### src/hdl/rv_core_pkg.sv
// RV32I core definitions
`default_nettype none

package rv_core_pkg;

	typedef logic [31:0] xlen_t;
	typedef logic [31:0] addr_t;
	typedef logic [31:0] instr_t;
	typedef logic [4:0] reg_idx_t;

	// Major opcode from instruction bits 6:2
	typedef enum logic [4:0] {
		OP     = 5'b01100,
		OP_IMM = 5'b00100,
		LUI    = 5'b01101,
		AUIPC  = 5'b00101,
		JAL    = 5'b11011,
		JALR   = 5'b11001,
		BRANCH = 5'b11000,
		LOAD   = 5'b00000,
		STORE  = 5'b01000
	} opcode_e;

	typedef enum logic [2:0] {
		FN_ADD_SUB = 3'b000,
		FN_SLL     = 3'b001,
		FN_SLT     = 3'b010,
		FN_SLTU    = 3'b011,
		FN_XOR     = 3'b100,
		FN_SR      = 3'b101,
		FN_OR      = 3'b110,
		FN_AND     = 3'b111
	} funct3_e;

	typedef enum logic [2:0] {
		BR_EQ  = 3'b000,
		BR_NE  = 3'b001,
		BR_LT  = 3'b100,
		BR_GE  = 3'b101,
		BR_LTU = 3'b110,
		BR_GEU = 3'b111
	} branch_e;

	// Memory depths in words
	localparam int IMEM_WORDS_DEFAULT = 64;
	localparam int DMEM_WORDS_DEFAULT = 32;

endpackage

`default_nettype wire

### src/hdl/register_file.sv
// Integer register file
`default_nettype none

module register_file (
	input  wire logic                   clk,
	input  wire logic                   reset,
	input  wire rv_core_pkg::reg_idx_t  rs1,
	input  wire rv_core_pkg::reg_idx_t  rs2,
	input  wire rv_core_pkg::reg_idx_t  rd,
	input  wire logic                   we,
	input  wire rv_core_pkg::xlen_t     wd,
	output rv_core_pkg::xlen_t          rs1_data,
	output rv_core_pkg::xlen_t          rs2_data
);
	import rv_core_pkg::*;

	xlen_t regs [32];

	always_ff @(posedge clk or posedge reset)
	begin
		if (reset)
		begin
			for (int i = 0; i < 32; i++)
				regs[i] <= '0;
		end
		else if (we && (rd != '0))
			regs[rd] <= wd;
	end

	// x0 reads as zero
	assign rs1_data = (rs1 == '0) ? '0 : regs[rs1];
	assign rs2_data = (rs2 == '0) ? '0 : regs[rs2];

endmodule

`default_nettype wire

### config.mk
export PLATFORM = sky130hd
export DESIGN_NAME = register_file
export DESIGN_NICKNAME = d
export VERILOG_FILES = /design/src/hdl/rv_core_pkg.sv /design/src/hdl/register_file.sv
export SDC_FILE = /design/constraint.sdc
export NUM_CORES = 2
export LEC_CHECK = 0
export BUFFER_PORTS_ARGS = -buffer_cell sky130_fd_sc_hd__buf_2
export CORE_UTILIZATION = 25
export CTS_BUF_LIST = sky130_fd_sc_hd__clkbuf_4 sky130_fd_sc_hd__clkbuf_8 sky130_fd_sc_hd__clkbuf_16
export CTS_CLUSTER_DIAMETER = 60
export DETAILED_ROUTE_END_ITERATION = 10
export PLACE_DENSITY = 0.42
export SYNTH_ARGS = -nofsm -noshare
export SYNTH_HDL_FRONTEND = slang
export SYNTH_SLANG_ARGS = --single-unit
### constraint.sdc
create_clock -name clk -period 101.7 [get_ports clk]
set_input_delay 10.17 -clock clk [delete_from_list [all_inputs] [get_ports clk]]
set_output_delay 10.17 -clock clk [all_outputs]
set_load 0.03 [all_outputs]
==> metrics.txt <==
status complete, no violations; clock net sink count 1024; top sig layer met5; worst-case reg-to-reg path depth 1; GR Util All Layers 18.7%; 1st-iter DRT viols 2397; sequential share of the synthesized area 46.8%; grt ovf 0; initial core utilization 25.2%; Syn Area/Cell 14.8 sq um; Post-Syn Nets 3742; r2r endpoint regs[488]; root buf cell clkbuf_16; total CTS buffers 130; max-slew violations 0; Largest Register regs; Largest regs regs x1024; maximum clock rate 0.0401 GHz; Synth warnings 0; Gate Count Post-Synth 3692; Tightest Pin Transition 1.27 ns; # fillers 21900; max-cap violations 0; WHS Path Cells 0; Chip Height 470 um; drt via density 5.27; final setup TNS 0 ns; Multi-input gate area 27200 sq um; first-pass GRT wire length 296000 um; die outline area 221000 sq um; unrepaired setup endpoints after global routing false; CP Class in -> out; Post-Syn Area 54700 sq um; worst path cell trace buf_8 > buf_12 > buf_4 > mux4_2 > a22o_1 > a2111oi_0 > a311oi_1 > buf_2; Total Wirelength 207000 um; crit path time final 24.95 ns; area grow syn2layout 13.8%; CTS Hold Buffers Added 0; VDD IR max 0.0129 mV; drt pass-1 iters 5; max reg flops 1024; Chip Width 470 um; crit share post-route 24.5%; met3 WL 8890 um; required time of the critical path 91.53 ns; core area 217000 sq um; met2 wire length 101000 um; HP Class reg -> reg; CP max-delay cell a2111oi_0; crit-path max cell delay 1.06 ns; CP Data Arrival Time 14.78 ns; DP Wirelength 120000 um; setup violators final 0; hold endpoint regs[1001]; #FFs+latches synth 1024; largest net degree at the start of global routing 158; HP Start regs[1001]; Placer Congestion 0.757; Vias 34600; clk_lat worst skew 0.76 ns; static leakage 26.5 nW; CTS resizes 0; Max H-tree Level 4; synth unique cells 48; clk_skew 0 ns; Slew headroom 13.0%; Site Rows 171; I/O pins 114; CTS tree yes; final hold violation count 0; layout cell share with drive strength beyond 1 52.0%; Crit Path Max Fanout 88; r2r setup slk 100.90 ns; CP startpoint kind primary input; PortBufs 113; Post CTS Setup Buffer Count 0; Reg clk slew, reported paths 0.05 ns; DRT antenna net count 0; vias in the first global route 36300; M1 wire length 90800 um; initial antenna violation count 23; clk buf depth 3; wire length per cell 31.6 um; Layout Utilization 28.6%; flip-flop and latch area 25600 sq um; worst flop-to-flop path startpoint regs[488]; DRC viols 0; CP endpoint kind output pin; nets@finish 3661; PwrDens 20.5 nW/um^2
## placed cells by master (no fill, tap or decap), types with 20 or more instances in the layout
cell	count
mux2_2	1037
dfrtp_1	1024
mux4_2	397
mux2i_1	271
clkbuf_16	140
buf_2	106
buf_4	100
a22oi_1	77
a21oi_1	43
a22o_1	42
o22ai_1	40
nor2b_1	38
a211oi_1	37
nor3_1	33
clkbuf_4	29
a2111oi_0	27
nand2_1	25
o221ai_1	21
clkinv_2	20
## synth_stat cells (all sizes together)
cell     count  share of area [%]
a2111oi     32               0.52
a211oi      37               0.51
a21oi       43               0.39
a221oi       3              0.048
a22o        42               0.67
a22oi       77                1.1
a311oi       8               0.13
a31oi        4              0.046
and2        19               0.22
and3         2              0.023
and3b        1              0.016
and4b        1              0.018
buf        199                2.4
clkbuf     228                1.6
clkinv       1             0.0069
dfrtp     1024                 47
inv          2              0.014
mux2      1037                 21
mux2i      271                5.0
mux4       397                 16
nand2       41               0.28
nand2b       1              0.011
nand3       12               0.11
nand3b       6              0.082
nor2        21               0.14
nor2b       42               0.48
nor3        33               0.30
nor3b        4              0.055
nor4        17               0.21
nor4b        1              0.027
o211a        2              0.037
o21ai        1             0.0091
o221ai      21               0.34
o22ai       40               0.46
o32ai       16               0.26
or2          2              0.023
or3          1              0.011
or3b         3              0.048
## area by class of cell
type | instances | share of cell area [%]
Timing Repair Buffer | 214 | 2.25
Multi-Input combinational cell | 2238 | 43.7
Tap cell | 2854 | 5.73
Inverter | 3 | 0.0301
Clock inverter | 39 | 0.739
Antenna cell | 8 | 0.0321
Clock buffer | 187 | 6.37
Sequential cell | 1024 | 41.2
## worst max path at each step
stage / endpoint / slack, ns / startpoint / cells past startpoint
2_1_floorplan: regs[0] / 62.71 / reset / 1
3_3_place_gp: rs1_data[30] / 76.40 / rs1[0] / 9
3_5_place_dp: rs1_data[30] / 76.41 / rs1[0] / 9
4_1_cts: rs1_data[30] / 76.41 / rs1[0] / 9
5_1_grt: rs1_data[30] / 76.37 / rs1[0] / 9
6_report: rs1_data[4] / 76.75 / rs1[0] / 8
## cell families (layout without fill, tap and decap cells)
family          after synthesis  in the layout  synth area share [%]
buf+inv                     430            443                  4.03
other cells                   0              8                     0
simple gates                207            207                  2.06
mux                        1705           1705                  42.6
flops                      1024           1024                  46.8
compound gates              326            326                  4.46
## stage by stage
stage          power (W)  area, sq um  cells  hold WS, ns  setup WS [ns]
6_report         0.00128        62300   6567        0.397          76.75
5_1_grt          0.00134        62300   6560        0.411          76.37
4_1_cts          0.00129        62300   6559        0.396          76.41
3_5_place_dp    0.000805        57800   6333        0.386          76.41
3_3_place_gp    0.000801        57800   6333        0.380          76.40
2_1_floorplan   0.000727        54700   3692        0.441          62.71
## critical path: cells and delay by family
kind | cells | cell delay (ns)
buf+inv | 4 | 2.16
mux | 1 | 0.60
compound gates | 3 | 1.65
## routing by layer
layer  global-route usage, %  vias to the layer above
met5                       0                        -
met4                    6.07                       18
met3                    3.07                      298
met2                    31.2                      887
met1                    24.6                    19300
li1                        -                    14100
## power breakdown
part	leakage (nW)	switching (W)	internal [W]
clock network	2.22	0.000188	0.000294
registers	13.1	0.0000601	0.000485
logic	11.2	0.000111	0.000141
Power figures use the tool's default switching activity.
