[src/hdl/rv_core_pkg.sv]
// RV32I core definitions
`default_nettype none

package rv_core_pkg;

	typedef logic [31:0] xlen_t;
	typedef logic [31:0] addr_t;
	typedef logic [31:0] instr_t;
	typedef logic [4:0] reg_idx_t;

	// Major opcode from instruction bits 6:2
	typedef enum logic [4:0] {
		OP     = 5'b01100,
		OP_IMM = 5'b00100,
		LUI    = 5'b01101,
		AUIPC  = 5'b00101,
		JAL    = 5'b11011,
		JALR   = 5'b11001,
		BRANCH = 5'b11000,
		LOAD   = 5'b00000,
		STORE  = 5'b01000
	} opcode_e;

	typedef enum logic [2:0] {
		FN_ADD_SUB = 3'b000,
		FN_SLL     = 3'b001,
		FN_SLT     = 3'b010,
		FN_SLTU    = 3'b011,
		FN_XOR     = 3'b100,
		FN_SR      = 3'b101,
		FN_OR      = 3'b110,
		FN_AND     = 3'b111
	} funct3_e;

	typedef enum logic [2:0] {
		BR_EQ  = 3'b000,
		BR_NE  = 3'b001,
		BR_LT  = 3'b100,
		BR_GE  = 3'b101,
		BR_LTU = 3'b110,
		BR_GEU = 3'b111
	} branch_e;

	// Memory depths in words
	localparam int IMEM_WORDS_DEFAULT = 64;
	localparam int DMEM_WORDS_DEFAULT = 32;

endpackage

`default_nettype wire

[src/hdl/memory_stage.sv]
// Word data memory and writeback select
`default_nettype none

module memory_stage #(
	parameter int DMEM_WORDS = rv_core_pkg::DMEM_WORDS_DEFAULT
) (
	input  wire logic                clk,
	input  wire rv_core_pkg::xlen_t  addr,
	input  wire rv_core_pkg::xlen_t  wr_data,
	input  wire logic                mem_we,
	input  wire logic                is_load,
	output rv_core_pkg::xlen_t       wb_data
);
	import rv_core_pkg::*;

	localparam int IDX_W = $clog2(DMEM_WORDS);

	xlen_t dmem [DMEM_WORDS];
	logic [IDX_W-1:0] idx;

	// Upper address bits are ignored so accesses wrap
	assign idx = addr[IDX_W+1:2];

	always_ff @(posedge clk)
	begin
		if (mem_we)
			dmem[idx] <= wr_data;
	end

	assign wb_data = is_load ? dmem[idx] : addr;

endmodule

`default_nettype wire

[config.mk]
export PLATFORM = sky130hd
export DESIGN_NAME = memory_stage
export DESIGN_NICKNAME = d
export VERILOG_FILES = /design/src/hdl/rv_core_pkg.sv /design/src/hdl/memory_stage.sv
export SDC_FILE = /design/constraint.sdc
export NUM_CORES = 1
export LEC_CHECK = 0
export BUFFER_PORTS_ARGS = -buffer_cell sky130_fd_sc_hd__buf_4
export CAP_MARGIN = 25
export CORE_MARGIN = 4
export CORE_UTILIZATION = 29
export DETAILED_ROUTE_END_ITERATION = 10
export SLEW_MARGIN = 20
export SYNTH_ARGS = -nofsm -noshare
export SYNTH_HDL_FRONTEND = slang
export SYNTH_SLANG_ARGS = --single-unit
[constraint.sdc]
create_clock -name clk -period 4.6 [get_ports clk]
set_input_delay 0.46 -clock clk [delete_from_list [all_inputs] [get_ports clk]]
set_output_delay 0.46 -clock clk [all_outputs]
set_load 0.02 [all_outputs]
==> results by group <==
STA
  • Worst slew margin: 0.3211
  • Final Cycle Share: 0.7905
  • Max Slew Vio Count: 0
  • Peak Freq: 275.0 MHz
  • Final min period: 3.636 ns
  • Worst-Margin Slew: 1.016 ns
  • Endpoints failing setup: 0
  • Total negative setup slack: 0 ns
  • Final Hold Viols: 0
  • Unrepaired setup endpoints after global routing: no

Clock network
  • Clock Pin Slew Worst Setup and Hold Paths: 0.06 ns
  • Clock Tree Buf Depth: 3
  • CTS tree: done
  • Clk root buf: clkbuf_16
  • H-tree depth: 3
  • PostCTS Resize Cnt: 0
  • Post-CTS Hold Fix Bufs: 0
  • Setup bufs post-CTS: 0
  • CTS sink count: 1024
  • CTS Buf Count: 93

Floorplan
  • Core Rows: 134
  • Initial Util: 0.2932
  • Chip Width: 376.3 µm
  • IO Pins: 99
  • Core Box Area: 0.1341 mm²
  • Die area: 0.1416 mm²
  • Die H: 376.3 µm

Routing
  • Router iterations before antenna repair: 5
  • DRC: 0
  • Routed Wire Length: 103700 µm
  • Routed len/inst: 27.11 µm
  • DRT antenna net count: 0
  • DR vias: 19490
  • Initial DRC Count: 2448
  • Vias/cell: 5.096

Outcome
  • Outcome: complete, no violations

Global routing
  • Gr ovfl total: 0
  • First-pass GRT wire length: 146700 µm
  • Initial antenna violation count: 2
  • Largest net degree at the start of global routing: 87
  • Vias in the first global route: 19710
  • Total track usage: 0.1435

Cells and area
  • Nets: 2049
  • FF/Latch Area: 0.03075 mm²
  • Fin util: 0.3404
  • Layout area overhead: 16.11%
  • Post-route cell area: 0.04566 mm²
  • Reg with most FFs: dmem
  • Largest regs: dmem x1024
  • Max reg flops: 1024
  • Layout cells sized above 1: 0.2702
  • Area of the multi-input gates: 0.008218 mm²
  • Fill cells: 12460

Synthesis
  • Ys flop type: edfxtp_1
  • Yosys cell types: 49
  • Ys Warns: 0
  • Synth Cell Area: 0.03933 mm²
  • Syn avg cell area: 21.79 µm²
  • Register area share after synthesis: 0.7819
  • Flops & latches, synth: 1024
  • Post-synth EDFFs: 1024
  • Mapped Cells: 1805
  • Total nets after synthesis: 1872
  • Async set-reset flop share out of synthesis: 0

Place
  • Final HPWL from detailed placement: 60950 µm
  • I/O Buffers: 98
  • Placed cell areas: 0.04287 mm²
  • GPL Wtd Cong: 0.8008

Setup path
  • CP max-delay cell: a41oi_1
  • Crit path largest cell delay: 0.75 ns
  • WP data required: 4.14 ns
  • Worst-path cell chain: buf_8, buf_4, mux2i_1, o221ai_1, a21oi_1, a41oi_1, buf_4
  • Crit end category: output port
  • Crit path max fanout: 86
  • Critical path class: primary input to output port
  • Crit-path most repeated cell: buf_4
  • Critical Path AT: 3.18 ns
  • Buffers plus inverters on the worst setup path: 3
  • CP top delay family: buffers and inverters
  • Startpoint Class: primary input

Hold path
  • Hold Crit Class: primary input to flop

Power
  • Power Density: 410.4 mW/mm²
  • Leakage: 0.01420 µW
  • VDD IR-drop max: 0.2792 mV

Flow run
  • MaxCap Viol Count: 0
[report_power, final]
group	leakage (µW)	switching (µW)	internal, µW
logic	0.00362	667	400
registers	0.00922	24.7	10400
clock network	0.00136	3260	4010
[final timing paths]
path,from,endpoint,cells after the start
worst min-delay path,wr_data[0],dmem[5][0],1
worst max-delay path,addr[3],wb_data[20],7
[cells in the final DEF, fill, tap and decap left out, types with 2 or more instances in the layout]
master,Yosys,routed
a21oi_1,38,38
a22o_1,2,2
a22oi_1,42,42
a31oi_1,3,3
and3_1,3,3
buf_12,0,22
buf_4,16,161
buf_8,2,2
bufinv_16,0,4
clkbuf_1,26,30
clkbuf_16,0,95
clkinv_1,1,22
clkinv_2,0,14
diode_2,0,2
edfxtp_1,1024,1024
inv_1,3,3
mux2_2,4,4
mux2i_1,117,117
mux4_2,207,207
nand2_1,55,55
nand2b_1,3,2
nand3_1,11,11
nand4bb_1,2,2
nor2_1,56,26
nor2_2,0,2
nor2_4,0,28
nor3_1,10,5
nor3_2,0,5
nor4_1,2,2
o2111ai_1,23,23
o211ai_1,3,3
o21a_1,17,17
o21ai_0,11,11
o221ai_1,18,18
o22a_1,2,2
o22ai_1,17,17
o32a_1,10,10
or2_2,2,2
[final cells by class]
| type | count | area share |
|---|---|---|
| Tap cell | 1768 | 0.04845 |
| Clock inverter | 42 | 0.006439 |
| Sequential cell | 1024 | 0.6734 |
| Multi-Input combinational cell | 674 | 0.1800 |
| Timing Repair Buffer | 185 | 0.03677 |
| Clock buffer | 125 | 0.05453 |
| Antenna cell | 2 | 0.0001096 |
| Inverter | 4 | 0.0003288 |
[per-stage QoR]
step	hold WS [ns]	cells	worst slack, ns	power, µW
3_5_place_dp	0.8737	3655	0.9406	11670
3_3_place_gp	0.8592	3655	0.9782	11650
5_1_grt	0.2004	3822	0.8512	19350
2_1_floorplan	0.5589	1805	0.3317	11180
4_1_cts	0.1748	3822	1.002	18890
6_report	0.2164	3824	0.9638	18740
[routing by layer]
layer | vias to the layer above | GRT usage | part of all wire
li1 | 7992 | - | -
met1 | 10500 | 0.2041 | 0.43
met5 | - | 0 | 0
met2 | 838 | 0.2282 | 0.47
met4 | 0 | 0.03732 | 0.027
met3 | 160 | 0.02609 | 0.074
[kinds of logic after synthesis]
logic type	after synthesis	share of synthesized area
AOI/OAI and AO/OA	191	0.03509
buffers and inverters	107	0.01546
DFF	1024	0.7819
muxes	328	0.1495
and+or+nand+nor	155	0.01807
[cell usage after synthesis, drive strengths merged (17+ instances only)]
master   number  area, µm²
edfxtp     1024      30750
mux4        207       4662
mux2i       117       1171
buf          77      495.5
nor2         56      210.2
nand2        55      206.5
a22oi        42      315.3
a21oi        38      190.2
clkbuf       26      97.59
o2111ai      23      201.4
o221ai       18      157.7
o21a         17      127.6
o22ai        17      106.4
Power figures use the tool's default switching activity.
