--- config.mk ---
export PLATFORM = sky130hd
export DESIGN_NAME = fetch_stage
export DESIGN_NICKNAME = d
export VERILOG_FILES = /design/src/hdl/rv_core_pkg.sv /design/src/hdl/fetch_stage.sv
export SDC_FILE = /design/constraint.sdc
export NUM_CORES = 2
export LEC_CHECK = 0
export ABC_CLOCK_PERIOD_IN_PS = 4800
export BUFFER_PORTS_ARGS = -buffer_cell sky130_fd_sc_hd__buf_4
export CAP_MARGIN = 25
export CORE_MARGIN = 2
export CORE_UTILIZATION = 30
export DETAILED_ROUTE_END_ITERATION = 7
export SYNTH_ARGS = -nofsm -noshare
export SYNTH_HDL_FRONTEND = slang
export SYNTH_SLANG_ARGS = --single-unit
--- constraint.sdc ---
create_clock -name clk -period 4.8 [get_ports clk]
set_clock_uncertainty 0.2 [all_clocks]
set_input_delay 0.72 -clock clk [delete_from_list [all_inputs] [get_ports clk]]
set_output_delay 0.72 -clock clk [all_outputs]
set_load 0.05 [all_outputs]
--- src/hdl/rv_core_pkg.sv ---
// RV32I core definitions
`default_nettype none

package rv_core_pkg;

	typedef logic [31:0] xlen_t;
	typedef logic [31:0] addr_t;
	typedef logic [31:0] instr_t;
	typedef logic [4:0] reg_idx_t;

	// Major opcode from instruction bits 6:2
	typedef enum logic [4:0] {
		OP     = 5'b01100,
		OP_IMM = 5'b00100,
		LUI    = 5'b01101,
		AUIPC  = 5'b00101,
		JAL    = 5'b11011,
		JALR   = 5'b11001,
		BRANCH = 5'b11000,
		LOAD   = 5'b00000,
		STORE  = 5'b01000
	} opcode_e;

	typedef enum logic [2:0] {
		FN_ADD_SUB = 3'b000,
		FN_SLL     = 3'b001,
		FN_SLT     = 3'b010,
		FN_SLTU    = 3'b011,
		FN_XOR     = 3'b100,
		FN_SR      = 3'b101,
		FN_OR      = 3'b110,
		FN_AND     = 3'b111
	} funct3_e;

	typedef enum logic [2:0] {
		BR_EQ  = 3'b000,
		BR_NE  = 3'b001,
		BR_LT  = 3'b100,
		BR_GE  = 3'b101,
		BR_LTU = 3'b110,
		BR_GEU = 3'b111
	} branch_e;

	// Memory depths in words
	localparam int IMEM_WORDS_DEFAULT = 64;
	localparam int DMEM_WORDS_DEFAULT = 32;

endpackage

`default_nettype wire

--- src/hdl/fetch_stage.sv ---
// Instruction fetch
`default_nettype none

module fetch_stage #(
	parameter int IMEM_WORDS = rv_core_pkg::IMEM_WORDS_DEFAULT
) (
	input  wire logic                            clk,
	input  wire logic                            reset,
	input  wire logic                            run,
	input  wire rv_core_pkg::addr_t              next_pc,
	input  wire logic                            imem_we,
	input  wire logic [$clog2(IMEM_WORDS)-1:0]   imem_addr,
	input  wire rv_core_pkg::instr_t             imem_wdata,
	output rv_core_pkg::addr_t                   pc,
	output rv_core_pkg::instr_t                  instr,
	output logic                                 valid
);
	import rv_core_pkg::*;

	localparam int IDX_W = $clog2(IMEM_WORDS);

	instr_t imem [IMEM_WORDS];

	// PC holds while the core is stopped
	always_ff @(posedge clk or posedge reset)
	begin
		if (reset)
			pc <= '0;
		else if (run)
			pc <= next_pc;
	end

	// Program load port
	always_ff @(posedge clk)
	begin
		if (imem_we)
			imem[imem_addr] <= imem_wdata;
	end

	// Byte PC to word index, wraps modulo the depth
	assign instr = imem[pc[IDX_W+1:2]];
	assign valid = run;

endmodule

`default_nettype wire

==> flow_metrics.env <==
export IMPL_r2r_slack_ns=3.15
export IMPL_dr_pass1_iters=5
export IMPL_use_met1_pct=21.6
export IMPL_grt_use_total_pct=15.1
export IMPL_core_rowCount=189
export IMPL_use_met2_pct=24.1
export IMPL_cts_buffer_depth=3
export IMPL_place_hpwl_um=116000
export IMPL_status="complete, no violations"
export IMPL_holdCritPathClass="input pin to register"
export IMPL_viasPerCell=5.13
export IMPL_dpl_instance_area_mm2=0.0866
export IMPL_fmax_ghz=0.213
export IMPL_fin_ws_ns=0.100
export IMPL_drv_slew=0
export IMPL_die_width_um=519
export IMPL_tightest_slew_ns=0.999
export IMPL_wl_per_cell_um=27.5
export IMPL_start_util_pct=30.1
export IMPL_nets=3942
export IMPL_grt_busiest_layer="met2"
export IMPL_cts_root_buffer_cell="clkbuf_16"
export IMPL_grt_pass1_vias=39075
export IMPL_port_buffer_count=138
export IMPL_synth_top_area_share_pct=77.3
export IMPL_synth_warnings=0
export IMPL_fin_area_mm2=0.0934
export IMPL_fillCellCount=24140
export IMPL_dr_total_vias=38719
export IMPL_multi_input_area_mm2=0.0168
export IMPL_die_h_um=519
export IMPL_period_minus_slack_ns=4.70
export IMPL_area_growth_syn_to_layout_pct=17.4
export IMPL_pre_cts_ws_ns=0.379
export IMPL_grt_max_degree=80
export IMPL_path_clk_slew_ns=0.06
export IMPL_ys_seq_elements=2080
export IMPL_synth_area_leaders="edfxtp_1, mux4_2, mux2_2"
export IMPL_overflow=0
export IMPL_grt_pass1_wl_um=294000
export IMPL_required_ns=3.88
export IMPL_finalSetupViolations=0
export IMPL_gp_congestion=0.754
export IMPL_core_area_mm2=0.265
export IMPL_crit_type="register to output port"
export IMPL_crit_path_start="pc[2]$_DFFE_PP0P_"
export IMPL_start_kind="register"
export IMPL_syn_area_mm2=0.0796
export IMPL_clock_latency_ns=0.83
export IMPL_drt_first_iter_violations=4217
export IMPL_drive_gt1_share_pct=33.5
export IMPL_slew_headroom_pct=33.3
export IMPL_rr_endpoint="pc[2]$_DFFE_PP0P_"
export IMPL_finalCritPeriodShare_pct=97.9
export IMPL_cts_sinks=2080
export IMPL_drtAntennaViolNets=0
export IMPL_crit_end="instr[29]"
export IMPL_rr_worst_depth=3
export IMPL_maxCapViolations=0
export IMPL_cts_tree="yes"
export IMPL_synth_fp_nets=3530
export IMPL_routed_wl_um=208000
export IMPL_seq_area_frac_synth_pct=78.3
export IMPL_reg2reg_from="pc[2]$_DFFE_PP0P_"
export IMPL_use_met3_pct=2.80
export IMPL_pin_count=139
export IMPL_synth_distinct_cells=41
export IMPL_end_kind="output port"
export IMPL_rsz0062_at_grt="yes"
export IMPL_drc=0
export IMPL_seq_area_mm2=0.0623
export IMPL_htree_levels=4
export IMPL_synth_area_per_cell_um2=23.0
export IMPL_ir_drop_uv=399
export IMPL_cts_buffers_inserted=191
export IMPL_cp_data_arrival_time_ns=3.78
export IMPL_yosysTopAreaCell="edfxtp_1"
export IMPL_cp_max_fo=35
export IMPL_powerDensity_mw_per_mm2=416
export IMPL_power_w=0.0388
export IMPL_dieArea_mm2=0.269
export IMPL_syn_inst=3456
export IMPL_antenna_found_initial=10
export IMPL_report_final_hold_viol_count=0
export IMPL_leakagePower_nw=28.9
critical path: stages (launching register included):
cell,delay (ns)
dfrtp_4,0.52
buf_12,0.14
buf_16,0.26
mux4_2,0.54
a22o_1,0.25
a221oi_2,0.35
o22ai_1,0.23
or3_4,0.42
buf_4,0.21
cell usage in the layout (no fill, tap or decap), types with 4 or more instances in the layout:
cell type	Yosys	final
edfxtp_1	2048	2048
mux4_2	481	481
buf_4	32	330
clkbuf_16	0	198
mux2_2	114	114
mux2i_1	64	63
nor2_4	0	63
a22o_1	61	61
a22oi_1	58	56
clkinv_1	0	46
clkbuf_1	70	42
buf_12	1	40
a211oi_1	40	39
nand2_1	36	35
nor2b_1	35	33
dlygate4sd3_1	0	33
clkinv_2	0	28
dfrtp_1	32	28
nand3_1	25	25
o21ai_0	26	24
a221oi_1	21	19
o22ai_1	17	17
nand3b_1	16	16
a221oi_2	15	15
a21oi_1	14	14
a2111oi_0	12	12
nor3_1	16	12
bufinv_16	0	12
o2bb2ai_1	14	11
nor2_1	75	10
nand4_1	8	8
buf_6	20	8
or3_4	0	6
or3_1	12	6
diode_2	0	5
buf_16	0	5
nand2b_1	5	4
dfrtp_4	0	4
metrics by stage:
| stage | hold WS [ns] | utilization (%) | instances | TNS, ns |
|---|---|---|---|---|
| after CTS | 0.166 | 35.2 | 7536 | -0.0584 |
| after global routing | 0.205 | 35.3 | 7547 | -0.0105 |
| after global placement | 0.291 | 32.7 | 7147 | 0 |
| final | 0.208 | 35.3 | 7552 | 0 |
| after detailed placement | 0.297 | 32.7 | 7147 | 0 |
| after floorplan | 0.619 | - | 3456 | 0 |
worst min path at each step:
stage                             startpoint                     end  slack, ns  cells past startpoint
final                         imem_wdata[21]   imem[9][21]$_DFFE_PP_       0.21                      1
after detailed placement   pc[0]$_DFFE_PP0P_       pc[0]$_DFFE_PP0P_       0.30                      1
after CTS                     imem_wdata[22]  imem[20][22]$_DFFE_PP_       0.17                      1
after global placement    pc[19]$_DFFE_PP0P_      pc[19]$_DFFE_PP0P_       0.29                      1
after global routing          imem_wdata[21]   imem[9][21]$_DFFE_PP_       0.21                      1
after floorplan                imem_wdata[0]    imem[0][0]$_DFFE_PP_       0.62                      0
final cells by class:
class,count,share of cell area (%)
flip-flops and latches,2080,66.7
multi-input cells,1175,18.0
clock buffers,239,5.45
well taps,3533,4.73
repair buffers,419,4.18
clock inverters,100,0.938
diodes,5,0.0134
inverters,1,0.00402
cell families (layout without fill, tap and decap cells):
family	Yosys count	after routing	share of synthesized area, %
DFF	2080	2080	78.3
muxes	659	659	16.0
AOI/OAI and AO/OA	282	282	2.82
and+or+nand+nor	234	234	1.46
buffers and inverters	201	759	1.41
other	0	5	0
where the power goes:
part / total [W] / leakage [nW] / internal [W] / switching [W]
Combinational: 0.00395 / 7.22 / 0.00160 / 0.00234
Clock: 0.0147 / 2.91 / 0.00815 / 0.00659
Sequential: 0.0202 / 18.8 / 0.0201 / 0.0000611
per-layer routing:
metal	vias up	wire, µm
met3	260	15900
met4	16	3770
met1	21273	88800
met2	1526	99100
met5	-	103
li1	15644	-
Yosys cell counts (all sizes together):
master	number
nand4	8
nor2b	35
nand3	25
nor2	76
edfxtp	2048
nor3	16
inv	1
nand4b	1
buf	130
a211oi	40
o22ai	17
mux2i	64
nand2b	5
mux2	114
nand3b	16
nand2	36
mux4	481
a22o	61
or3b	1
a21oi	14
o211a	1
o21ai	26
a2111oi	12
a31oi	1
and2	3
a221oi	36
or3	12
o2bb2ai	14
o211ai	1
a22oi	58
a2bb2oi	1
dfrtp	32
clkbuf	70
state kept, by name (all words and copies together), names as in the netlist:
signal  cells
imem     2048
pc         32
what timing repair did:
item                       CTS  global route
hold endpoints to repair    64             0
hold buffers                33             0
pin swaps                    1             0
setup endpoints to repair   32            17
gates resized for setup     24            13
buffers inserted            16             9
gates cloned                 1             1
Note: power is estimated with default switching activity, not from simulation.
