`src/hdl/rv_core_pkg.sv`:
```
// RV32I core definitions
`default_nettype none

package rv_core_pkg;

	typedef logic [31:0] xlen_t;
	typedef logic [31:0] addr_t;
	typedef logic [31:0] instr_t;
	typedef logic [4:0] reg_idx_t;

	// Major opcode from instruction bits 6:2
	typedef enum logic [4:0] {
		OP     = 5'b01100,
		OP_IMM = 5'b00100,
		LUI    = 5'b01101,
		AUIPC  = 5'b00101,
		JAL    = 5'b11011,
		JALR   = 5'b11001,
		BRANCH = 5'b11000,
		LOAD   = 5'b00000,
		STORE  = 5'b01000
	} opcode_e;

	typedef enum logic [2:0] {
		FN_ADD_SUB = 3'b000,
		FN_SLL     = 3'b001,
		FN_SLT     = 3'b010,
		FN_SLTU    = 3'b011,
		FN_XOR     = 3'b100,
		FN_SR      = 3'b101,
		FN_OR      = 3'b110,
		FN_AND     = 3'b111
	} funct3_e;

	typedef enum logic [2:0] {
		BR_EQ  = 3'b000,
		BR_NE  = 3'b001,
		BR_LT  = 3'b100,
		BR_GE  = 3'b101,
		BR_LTU = 3'b110,
		BR_GEU = 3'b111
	} branch_e;

	// Memory depths in words
	localparam int IMEM_WORDS_DEFAULT = 64;
	localparam int DMEM_WORDS_DEFAULT = 32;

endpackage

`default_nettype wire

```
`src/hdl/decode_stage.sv`:
```
// Instruction decode
`default_nettype none

module decode_stage (
	input  wire rv_core_pkg::instr_t  instr,
	input  wire logic                 valid,
	output rv_core_pkg::reg_idx_t     rs1,
	output rv_core_pkg::reg_idx_t     rs2,
	output rv_core_pkg::reg_idx_t     rd,
	output rv_core_pkg::opcode_e      opcode,
	output logic [2:0]                funct3,
	output logic                      alt,
	output rv_core_pkg::xlen_t        imm,
	output logic                      reg_we,
	output logic                      mem_we,
	output logic                      is_load
);
	import rv_core_pkg::*;

	logic writes_rd;

	assign rs1 = instr[19:15];
	assign rs2 = instr[24:20];
	assign rd = instr[11:7];
	assign opcode = opcode_e'(instr[6:2]);
	assign funct3 = instr[14:12];
	// Selects sub and sra
	assign alt = instr[30];

	// Immediate by format
	always_comb
	begin
		case (opcode)
			LUI, AUIPC:
				imm = {instr[31:12], 12'b0};
			JAL:
				imm = {{12{instr[31]}}, instr[19:12], instr[20], instr[30:21], 1'b0};
			BRANCH:
				imm = {{20{instr[31]}}, instr[7], instr[30:25], instr[11:8], 1'b0};
			STORE:
				imm = {{21{instr[31]}}, instr[30:25], instr[11:7]};
			default:
				imm = {{21{instr[31]}}, instr[30:20]};
		endcase
	end

	always_comb
	begin
		case (opcode)
			OP, OP_IMM, LUI, AUIPC, JAL, JALR, LOAD:
				writes_rd = 1'b1;
			default:
				writes_rd = 1'b0;
		endcase
	end

	// Writes to x0 are dropped here
	assign reg_we = valid && writes_rd && (rd != '0);
	assign mem_we = valid && (opcode == STORE);
	assign is_load = (opcode == LOAD);

endmodule

`default_nettype wire

```
`config.mk`:
```
export PLATFORM = sky130hd
export DESIGN_NAME = decode_stage
export DESIGN_NICKNAME = d
export VERILOG_FILES = /design/src/hdl/rv_core_pkg.sv /design/src/hdl/decode_stage.sv
export SDC_FILE = /design/constraint.sdc
export NUM_CORES = 1
export LEC_CHECK = 0
export BUFFER_PORTS_ARGS = -buffer_cell sky130_fd_sc_hd__buf_2
export CAP_MARGIN = 40
export CORE_AREA = 3 3 57 49
export DETAILED_ROUTE_END_ITERATION = 12
export DIE_AREA = 0 0 60 52
export PLACE_DENSITY = 0.82
export SETUP_SLACK_MARGIN = 0.15
export SLEW_MARGIN = 25
export SYNTH_ARGS = -nofsm -noshare
export SYNTH_HDL_FRONTEND = slang
export SYNTH_SLANG_ARGS = --single-unit
```
`constraint.sdc`:
```
create_clock -name vclk -period 1.28
set_input_delay 0.064 -clock vclk [all_inputs]
set_output_delay 0.064 -clock vclk [all_outputs]
set_load 0.05 [all_outputs]
```
==> results of run 1 <==
## worst max-delay path: cells and delay by family
family,cells,cell delay (ns)
buffers and inverters,2,0.25
and+or+nand+nor,1,0.38
AOI/OAI and AO/OA,2,0.49
## final cells by class
cell class / instances / share of cell area (%)
Timing Repair Buffer: 114 / 58.19
Multi-Input combinational cell: 75 / 39.18
Tap cell: 27 / 1.974
Inverter: 3 / 0.6579
## power by group through the flow
stage	clock network (mW)	registers, mW	logic, mW
2_1_floorplan	0	0	0.609
3_3_place_gp	0	0	0.781
3_5_place_dp	0	0	0.785
4_1_cts	0	0	0.932
5_1_grt	0	0	1.07
6_report	0	0	1.03
## per-stage QoR
step	setup TNS (ns)	hold WS, ns
2_1_floorplan	-0.08718	0.2951
3_3_place_gp	-0.9750	0.4297
3_5_place_dp	-1.268	0.4297
4_1_cts	0	0.4306
5_1_grt	0	0.4344
6_report	0	0.4291
## layout by cell type (no fill, tap or decap), types with 3 or more instances in the layout
cell type / count
a22o_2: 4
buf_12: 4
buf_2: 52
buf_4: 20
buf_6: 20
buf_8: 17
inv_1: 3
nand2_1: 17
nand2_2: 3
nand2_4: 11
nor2b_1: 6
o21ai_2: 3
o21ai_4: 6
## cells by family after synthesis
kind of cell | after synthesis | synth area share [%]
compound gates | 21 | 21.43
buf+inv | 34 | 35.90
simple gates | 54 | 42.67
## metal layers
| layer | part of all wire, % | track usage [%] |
|---|---|---|
| met5 | 0 | 0 |
| met3 | 7.1 | 1.985 |
| met1 | 34 | 21.28 |
| met2 | 57 | 34.35 |
| met4 | 1.8 | 1.476 |
## path summary, 6_finish.rpt
kind / startpoint / cells after the start / slack (ns) / end
hold / removal: instr[19] / 2 / 0.43 / rs1[4]
setup / recovery: instr[4] / 5 / 0.02 / imm[2]
## repair_timing
action | CTS | global route
pin swaps | 10 | 1
buffers inserted | 7 | 0
endpoints found under the setup margin | 33 | 33
resized for setup | 85 | 51
gates cloned | 0 | 1
==> metrics.md, run 1 <==
| Metric | Value |
|---|---|
| Status | complete, no violations |
| Site row count | 16 |
| Gpl congestion | 0.7406 |
| Routed Antenna Nets | 0 |
| Antenna violations before repair | 0 |
| I/O pins | 92 |
| Crit path DAT | 1.20 ns |
| Count leader, synth | nand2_1 |
| Synth cell count leaders | nand2_1 (31), buf_4 (27), o21ai_1 (9) |
| Slew @ Worst Pin | 0.2621 ns |
| Period Utilization, post-route | 98.64% |
| Largest cells by area after synthesis | buf_4 (30%), nand2_1 (17%), o21ai_1 (6.8%) |
| Min-delay worst type | in -> out |
| WS Path Type | in -> out |
| Upper clock frequency limit | 792.0 MHz |
| GRT Total Usage | 17.76% |
| Crit-path max FO | 5 |
| Max_cap viols | 0 |
| Total power | 1.030 mW |
| Dpl ws | -0.08171 ns |
| Share of layout cells above drive strength 1 | 80.73% |
| Vias in the first global route | 1001 |
| Final setup margin | 0.01745 ns |
| Sequential area share after synthesis | 0% |
| Post-synth top area cell | buf_4 |
| Area delta synth->final | 157.1% |
| Pre-antenna DRT Iters | 4 |
| Placed instance area | 0.001169 mm² |
| Detailed-route via count | 1080 |
| Die width | 60 µm |
| Seq cells | 0 |
| Count of pins over their slew limit | 0 |
| Lkg Pwr | 0.8615 nW |
| Hold Vio Cnt, Final | 0 |
| Worst Setup End Kind | primary output |
| Data required, critical path | 1.22 ns |
| Top cell by count, worst path | buf_8 |
| Number of filler cells placed in the layout | 154 |
| Final-layout clock buffer total | 0 |
| # nets final | 227 |
| Total net switching power | 0.6496 mW |
| CP cell instances | buf_8 > or3b_4 > a21o_1 > a22o_2 > buf_8 |
| Multi-input logic area | 670.6 µm² |
| Largest net degree at the start of global routing | 18 |
| Sequential Power Share | 0% |
| HPWL after DPL | 2110 µm |
| Relative slew slack | 82.47% |
| Slowest CP cell | or3b_4 |
| Drt initial violations | 20 |
| Hold buffers post-CTS | 0 |
| Comb pwr share | 100.0% |
| WL final | 3502 µm |
| Core area | 0.002322 mm² |
| Final setup vio count | 0 |
| Post-route DRC violation count | 0 |
| Post-DR vias/cell | 4.932 |
| Fin cells | 219 |
| Min Tclk post-route | 1.263 ns |
| Port Buffers | 90 |
| Syn Inst Count | 109 |
| IR drop worst, VDD | 0.4863 mV |
| Warnings from Yosys | 0 |
| Area fraction of the dominant cell type after synthesis | 30.45% |
| Syn_nets | 142 |
| Initial Util | 28.66% |
| Int Pwr | 0.3809 mW |
| Final Util | 73.71% |
| CP max stage delay | 0.38 ns |
| Clock Power Share | 0% |
| Post-synthesis area per instance | 6.107 µm² |
| Placed insts | 211 |
| Switching part of the total | 63.04% |
| Mapped Area | 665.6 µm² |
| Final instance area | 0.001712 mm² |
| Drt wl/cell | 15.99 µm |
| Die area | 0.003120 mm² |
| Grt ovf | 0 |
| Startpoint types | input port |
| First-pass GRT wire length | 4422 µm |
| Die Y-Extent | 52 µm |
| # diodes | 0 |
| Reg area | 0 µm² |
| PwrDens | 602.0 mW/mm² |
| RSZ-0062 raised after global routing | yes |
| Unique cell type count in the Yosys netlist | 29 |
Note: power is estimated with default switching activity, not from simulation.
==> inputs of run 2 (changes only) <==
PLACE_DENSITY = not set   (was 0.82)
PLACE_DENSITY_LB_ADDON = 0.12   (was not set)
==> run 2 against run 1 <==
Global-route usage shrank 2.1 points. Highest routed layer unchanged. Total power shrank 1.4%. Non-clock buffer count is the same.
==> metrics.md, run 2 (synthesized netlist as in run 1, its figures left out) <==
| Metric | Value |
|---|---|
| Status | complete, no violations |
| GRT Total Usage | 15.64% (-2.1 points) |
| Pre-antenna DRT Iters | 4 (unchanged) |
| Antenna violations before repair | 0 (unchanged) |
| Seq cells | 0 (unchanged) |
| Final setup margin | 0.03923 ns (+0.02178 ns) |
| Final-layout clock buffer total | 0 (unchanged) |
| Post-route DRC violation count | 0 (unchanged) |
| Site row count | 16 (unchanged) |
| First-pass GRT wire length | 3981 µm (-10%) |
| Gpl congestion | 0.6915 (-6.6%) |
| Hold Vio Cnt, Final | 0 (unchanged) |
| Upper clock frequency limit | 805.9 MHz (+1.8%) |
| Port Buffers | 90 (unchanged) |
| Period Utilization, post-route | 96.94% (-1.7 points) |
| Setup TNS | 0 ns (unchanged) |
| Most frequent cells in the layout | buf_2 (52), buf_6 (22), buf_4 (20) |
| Startpoint types | input port |
| Initial Util | 28.66% (unchanged) |
| HPWL after DPL | 2012 µm (-4.7%) |
| Dpl ws | -0.2074 ns (-0.1257 ns) |
| Share of layout cells above drive strength 1 | 79.69% (-1.0 points) |
| Slew @ Worst Pin | 0.2596 ns (-0.002498 ns) |
| Crit path launch | instr[2] |
| Data required, critical path | 1.22 ns (about the same) |
| Largest net degree at the start of global routing | 11 (-7) |
| Relative slew slack | 82.51% (about the same) |
| Min Tclk post-route | 1.241 ns (-0.02178 ns) |
| Max_cap viols | 0 (unchanged) |
| Post-DR vias/cell | 4.767 (-3.3%) |
| # nets final | 227 (unchanged) |
| RSZ-0062 raised after global routing | yes |
| Drt initial violations | 26 (+30%) |
| Commonest non-fill, non-tap cell in the layout | buf_2 |
| Grt ovf | 0 (unchanged) |
| Detailed-route via count | 1044 (-3.3%) |
| Lkg Pwr | 0.8606 nW (-0.11%) |
| Hold buffers post-CTS | 0 (unchanged) |
| Crit path DAT | 1.18 ns (-0.02 ns) |
| Core area | 0.002322 mm² (unchanged) |
| Die width | 60 µm (unchanged) |
| Die Y-Extent | 52 µm (unchanged) |
| WHS Path Cells | 2 (unchanged) |
| Crit-path max FO | 6 (+1) |
| IR drop worst, VDD | 0.4595 mV (-5.5%) |
| # diodes | 0 (unchanged) |
| Count of pins over their slew limit | 0 (unchanged) |
| Area delta synth->final | 157.3% (about the same) |
| I/O pins | 92 (unchanged) |
| Min-delay worst type | in -> out |
| Vias in the first global route | 941 (-6.0%) |
| Die area | 0.003120 mm² (unchanged) |
| Drt wl/cell | 13.73 µm (-14%) |
| Final setup vio count | 0 (unchanged) |
| PwrDens | 593.2 mW/mm² (-1.5%) |
| WL final | 3006 µm (-14%) |
| Reg area | 0 µm² (unchanged) |
| Routed Antenna Nets | 0 (unchanged) |
| WS Path Type | in -> out |
| Worst Setup End Kind | primary output |
| Hold Startpoint | instr[16] |
| Hold endpoint | rs1[1] |
run 2: changes by cell type in the layout (fill, tap and decap cells not counted), sizes merged:
cell / before / now
clkbuf: 1 / 0
buf: 113 / 114
run 2: worst max path at each step:
stage / depth (start not counted) / end
finish: 5 / imm[1]
global route: 7 / imm[26]
CTS: 6 / imm[0]
detailed placement: 5 / imm[0]
global placement: 5 / imm[0]
floorplan: 5 / imm[11]
run 2: layout make-up:
type / count / area (µm²)
inverters: 3 / 11.26
multi-input cells: 75 / 664.4
repair buffers: 114 / 1003
well taps: 27 / 33.78
fillers: 194 / 609.3
run 2: critical path, cell delays in order:
cell and delay (ns):
buf_12 0.11, or3b_4 0.38, a21o_1 0.23, a22o_2 0.24, buf_8 0.15
run 2: stage by stage:
step	utilization, %	instances	hold slack [ns]	total power, mW	area [µm²]
after global routing	73.76	219	0.4359	1.055	1713
after floorplan	-	109	0.2951	0.6094	750.7
final	73.76	219	0.4310	1.016	1713
after CTS	66.86	214	0.4318	0.9450	1553
after detailed placement	48.28	208	0.4309	0.7684	1121
after global placement	48.28	208	0.4301	0.7620	1121
run 2: routing by layer:
| metal | up-vias | share of wire [%] | track usage [%] |
|---|---|---|---|
| met5 | - | 0 | 0 |
| met4 | 0 | 1.7 | 1.845 |
| met3 | 6 | 5.7 | 0.7444 |
| met2 | 47 | 53 | 30.58 |
| met1 | 483 | 39 | 18.86 |
| li1 | 508 | - | - |
run 2: what timing repair did:
| action | CTS | global route |
|---|---|---|
| pin swaps | 10 | 9 |
| endpoints found under the setup margin | 33 | 33 |
| cloned | 0 | 0 |
| resized for setup | 104 | 31 |
| hold endpoints to repair | 0 | 0 |
| setup buffers | 6 | 5 |
run 2: power breakdown:
part	switching, mW	internal, mW
clock network	0	0
registers	0	0
logic	0.635	0.381
==> inputs of run 3 (changes only) <==
CORE_AREA = 2 2 56 48   (was 3 3 57 49)
DIE_AREA = 0 0 58 50   (was 0 0 60 52)
SETUP_SLACK_MARGIN = not set   (was 0.15)
==> run 3 against run 2 <==
Fmax fell by 0.89%. Cell count rose by 0.46%. Worst hold slack barely moved. Via count rose by 0.19%. Design area fell by 16%. Sequential share of layout area did not move. Largest power group unchanged.
==> metrics.md, run 3 (synthesized netlist as in run 1, its figures left out) <==
| Metric | Value |
|---|---|
| First-pass GRT wire length | 3574 µm (-10%) |
| HPWL after DPL | 1995 µm (-0.86%) |
| WL final | 2712 µm (-9.8%) |
| Count of pins over their slew limit | 0 (unchanged) |
| Dpl ws | -0.1078 ns (+0.09957 ns) |
| Min-delay worst type | in -> out |
| Crit-path max FO | 8 (+2) |
| Die Y-Extent | 50 µm (-3.8%) |
| Setup TNS | 0 ns (unchanged) |
| # nets final | 228 (+0.44%) |
| Final instance area | 0.001433 mm² (-16%) |
| Worst Setup End Kind | primary output |
| # diodes | 0 (unchanged) |
| I/O pins | 92 (unchanged) |
| WS Path Type | in -> out |
| Critical path destination | imm[11] |
| Period Utilization, post-route | 97.81% (+0.87 points) |
| Largest net degree at the start of global routing | 12 (+1) |
| Final setup margin | 0.02803 ns (-0.01119 ns) |
| Die width | 58 µm (-3.3%) |
| Final-layout clock buffer total | 0 (unchanged) |
| Drt initial violations | 20 (-23%) |
| Crit path DAT | 1.19 ns (about the same) |
| Lkg Pwr | 0.7858 nW (-8.7%) |
| Relative slew slack | 75.96% (-6.5 points) |
| Reg area | 0 µm² (unchanged) |
| PwrDens | 626.8 mW/mm² (+5.7%) |
| Seq cells | 0 (unchanged) |
| Grt ovf | 0 (unchanged) |
| Upper clock frequency limit | 798.7 MHz (-0.89%) |
| Placed instance area | 0.001112 mm² (-0.78%) |
| RSZ-0062 raised after global routing | yes |
| Post-route DRC violation count | 0 (unchanged) |
| Drt wl/cell | 12.33 µm (-10%) |
| Startpoint types | input port |
| Data required, critical path | 1.22 ns (about the same) |
| Hold Vio Cnt, Final | 0 (unchanged) |
| Area delta synth->final | 115.2% |
| Post-DR vias/cell | 4.755 (-0.26%) |
| Status | complete, no violations |
| Commonest non-fill, non-tap cell in the layout | buf_2 |
| Max_cap viols | 0 (unchanged) |
| IR drop worst, VDD | 0.4790 mV (+4.2%) |
| Slew @ Worst Pin | 0.3600 ns (+0.1004 ns) |
| Number of filler cells placed in the layout | 208 (+7.2%) |
| Crit path launch | instr[4] |
| Core area | 0.002322 mm² (unchanged) |
| Total power | 0.8980 mW (-12%) |
| Detailed-route via count | 1046 (+0.19%) |
| Most frequent cells in the layout | buf_2 (55), buf_4 (34), nand2_1 (20) |
| Hold buffers post-CTS | 0 (unchanged) |
| Final setup vio count | 0 (unchanged) |
| Site row count | 16 (unchanged) |
| GRT Total Usage | 14.89% (-0.75 points) |
| Die area | 0.002900 mm² (-7.1%) |
| Port Buffers | 90 (unchanged) |
| Routed Antenna Nets | 0 (unchanged) |
| Min Tclk post-route | 1.252 ns (+0.01119 ns) |
| Initial Util | 28.66% (unchanged) |
| Antenna violations before repair | 0 (unchanged) |
| Gpl congestion | 0.8261 (+19%) |
| Share of layout cells above drive strength 1 | 73.58% (-6.1 points) |
| Vias in the first global route | 839 (-11%) |
| Pre-antenna DRT Iters | 4 (unchanged) |
run 3: worst min-delay path by stage:
stage | slack (ns) | depth (start not counted) | startpoint | to
after floorplan | 0.30 | 1 | instr[30] | alt
after global placement | 0.43 | 2 | instr[19] | rs1[4]
after detailed placement | 0.43 | 2 | instr[18] | rs1[3]
after CTS | 0.43 | 2 | instr[18] | rs1[3]
after global routing | 0.43 | 2 | instr[17] | rs1[2]
final | 0.43 | 2 | instr[18] | rs1[3]
run 3: area by class of cell:
cell class | count | area, µm² | share of cell area (%)
Tap cell | 27 | 33.78 | 2.358
Multi-Input combinational cell | 76 | 529.3 | 36.94
Inverter | 3 | 11.26 | 0.7860
Timing Repair Buffer | 114 | 858.3 | 59.91
run 3: where the power goes:
part / leakage (nW) / internal [mW] / switching (mW)
Clock: 0 / 0 / 0
Combinational: 0.786 / 0.309 / 0.589
Sequential: 0 / 0 / 0
Total: 0.786 / 0.309 / 0.589
run 3: metrics by stage:
| step | instances | utilization, % | hold WS [ns] |
|---|---|---|---|
| 5_1_grt | 220 | 61.69 | 0.4343 |
| 4_1_cts | 217 | 52.42 | 0.4310 |
| 3_3_place_gp | 214 | 47.90 | 0.4312 |
| 6_report | 220 | 61.69 | 0.4310 |
| 2_1_floorplan | 109 | - | 0.2951 |
| 3_5_place_dp | 214 | 47.90 | 0.4310 |
run 3: critical path, cell delays in order:
cell and delay (ns):
buf_8 0.11, buf_6 0.11, nor4b_4 0.31, buf_4 0.20, and2_4 0.14, o211ai_2 0.09, buf_6 0.16
run 3: per-layer routing:
layer,routed length (µm),track usage (%)
met5,0,0
met4,0,0
met3,166,1.312
met2,1415,28.60
met1,1130,18.79
run 3: timing repair:
| item | in CTS | in global routing |
|---|---|---|
| buffers inserted | 2 | 1 |
| gates resized for setup | 28 | 66 |
| gates cloned | 1 | 2 |
| pin swaps | 3 | 6 |
| endpoints found under the setup margin | 27 | 31 |
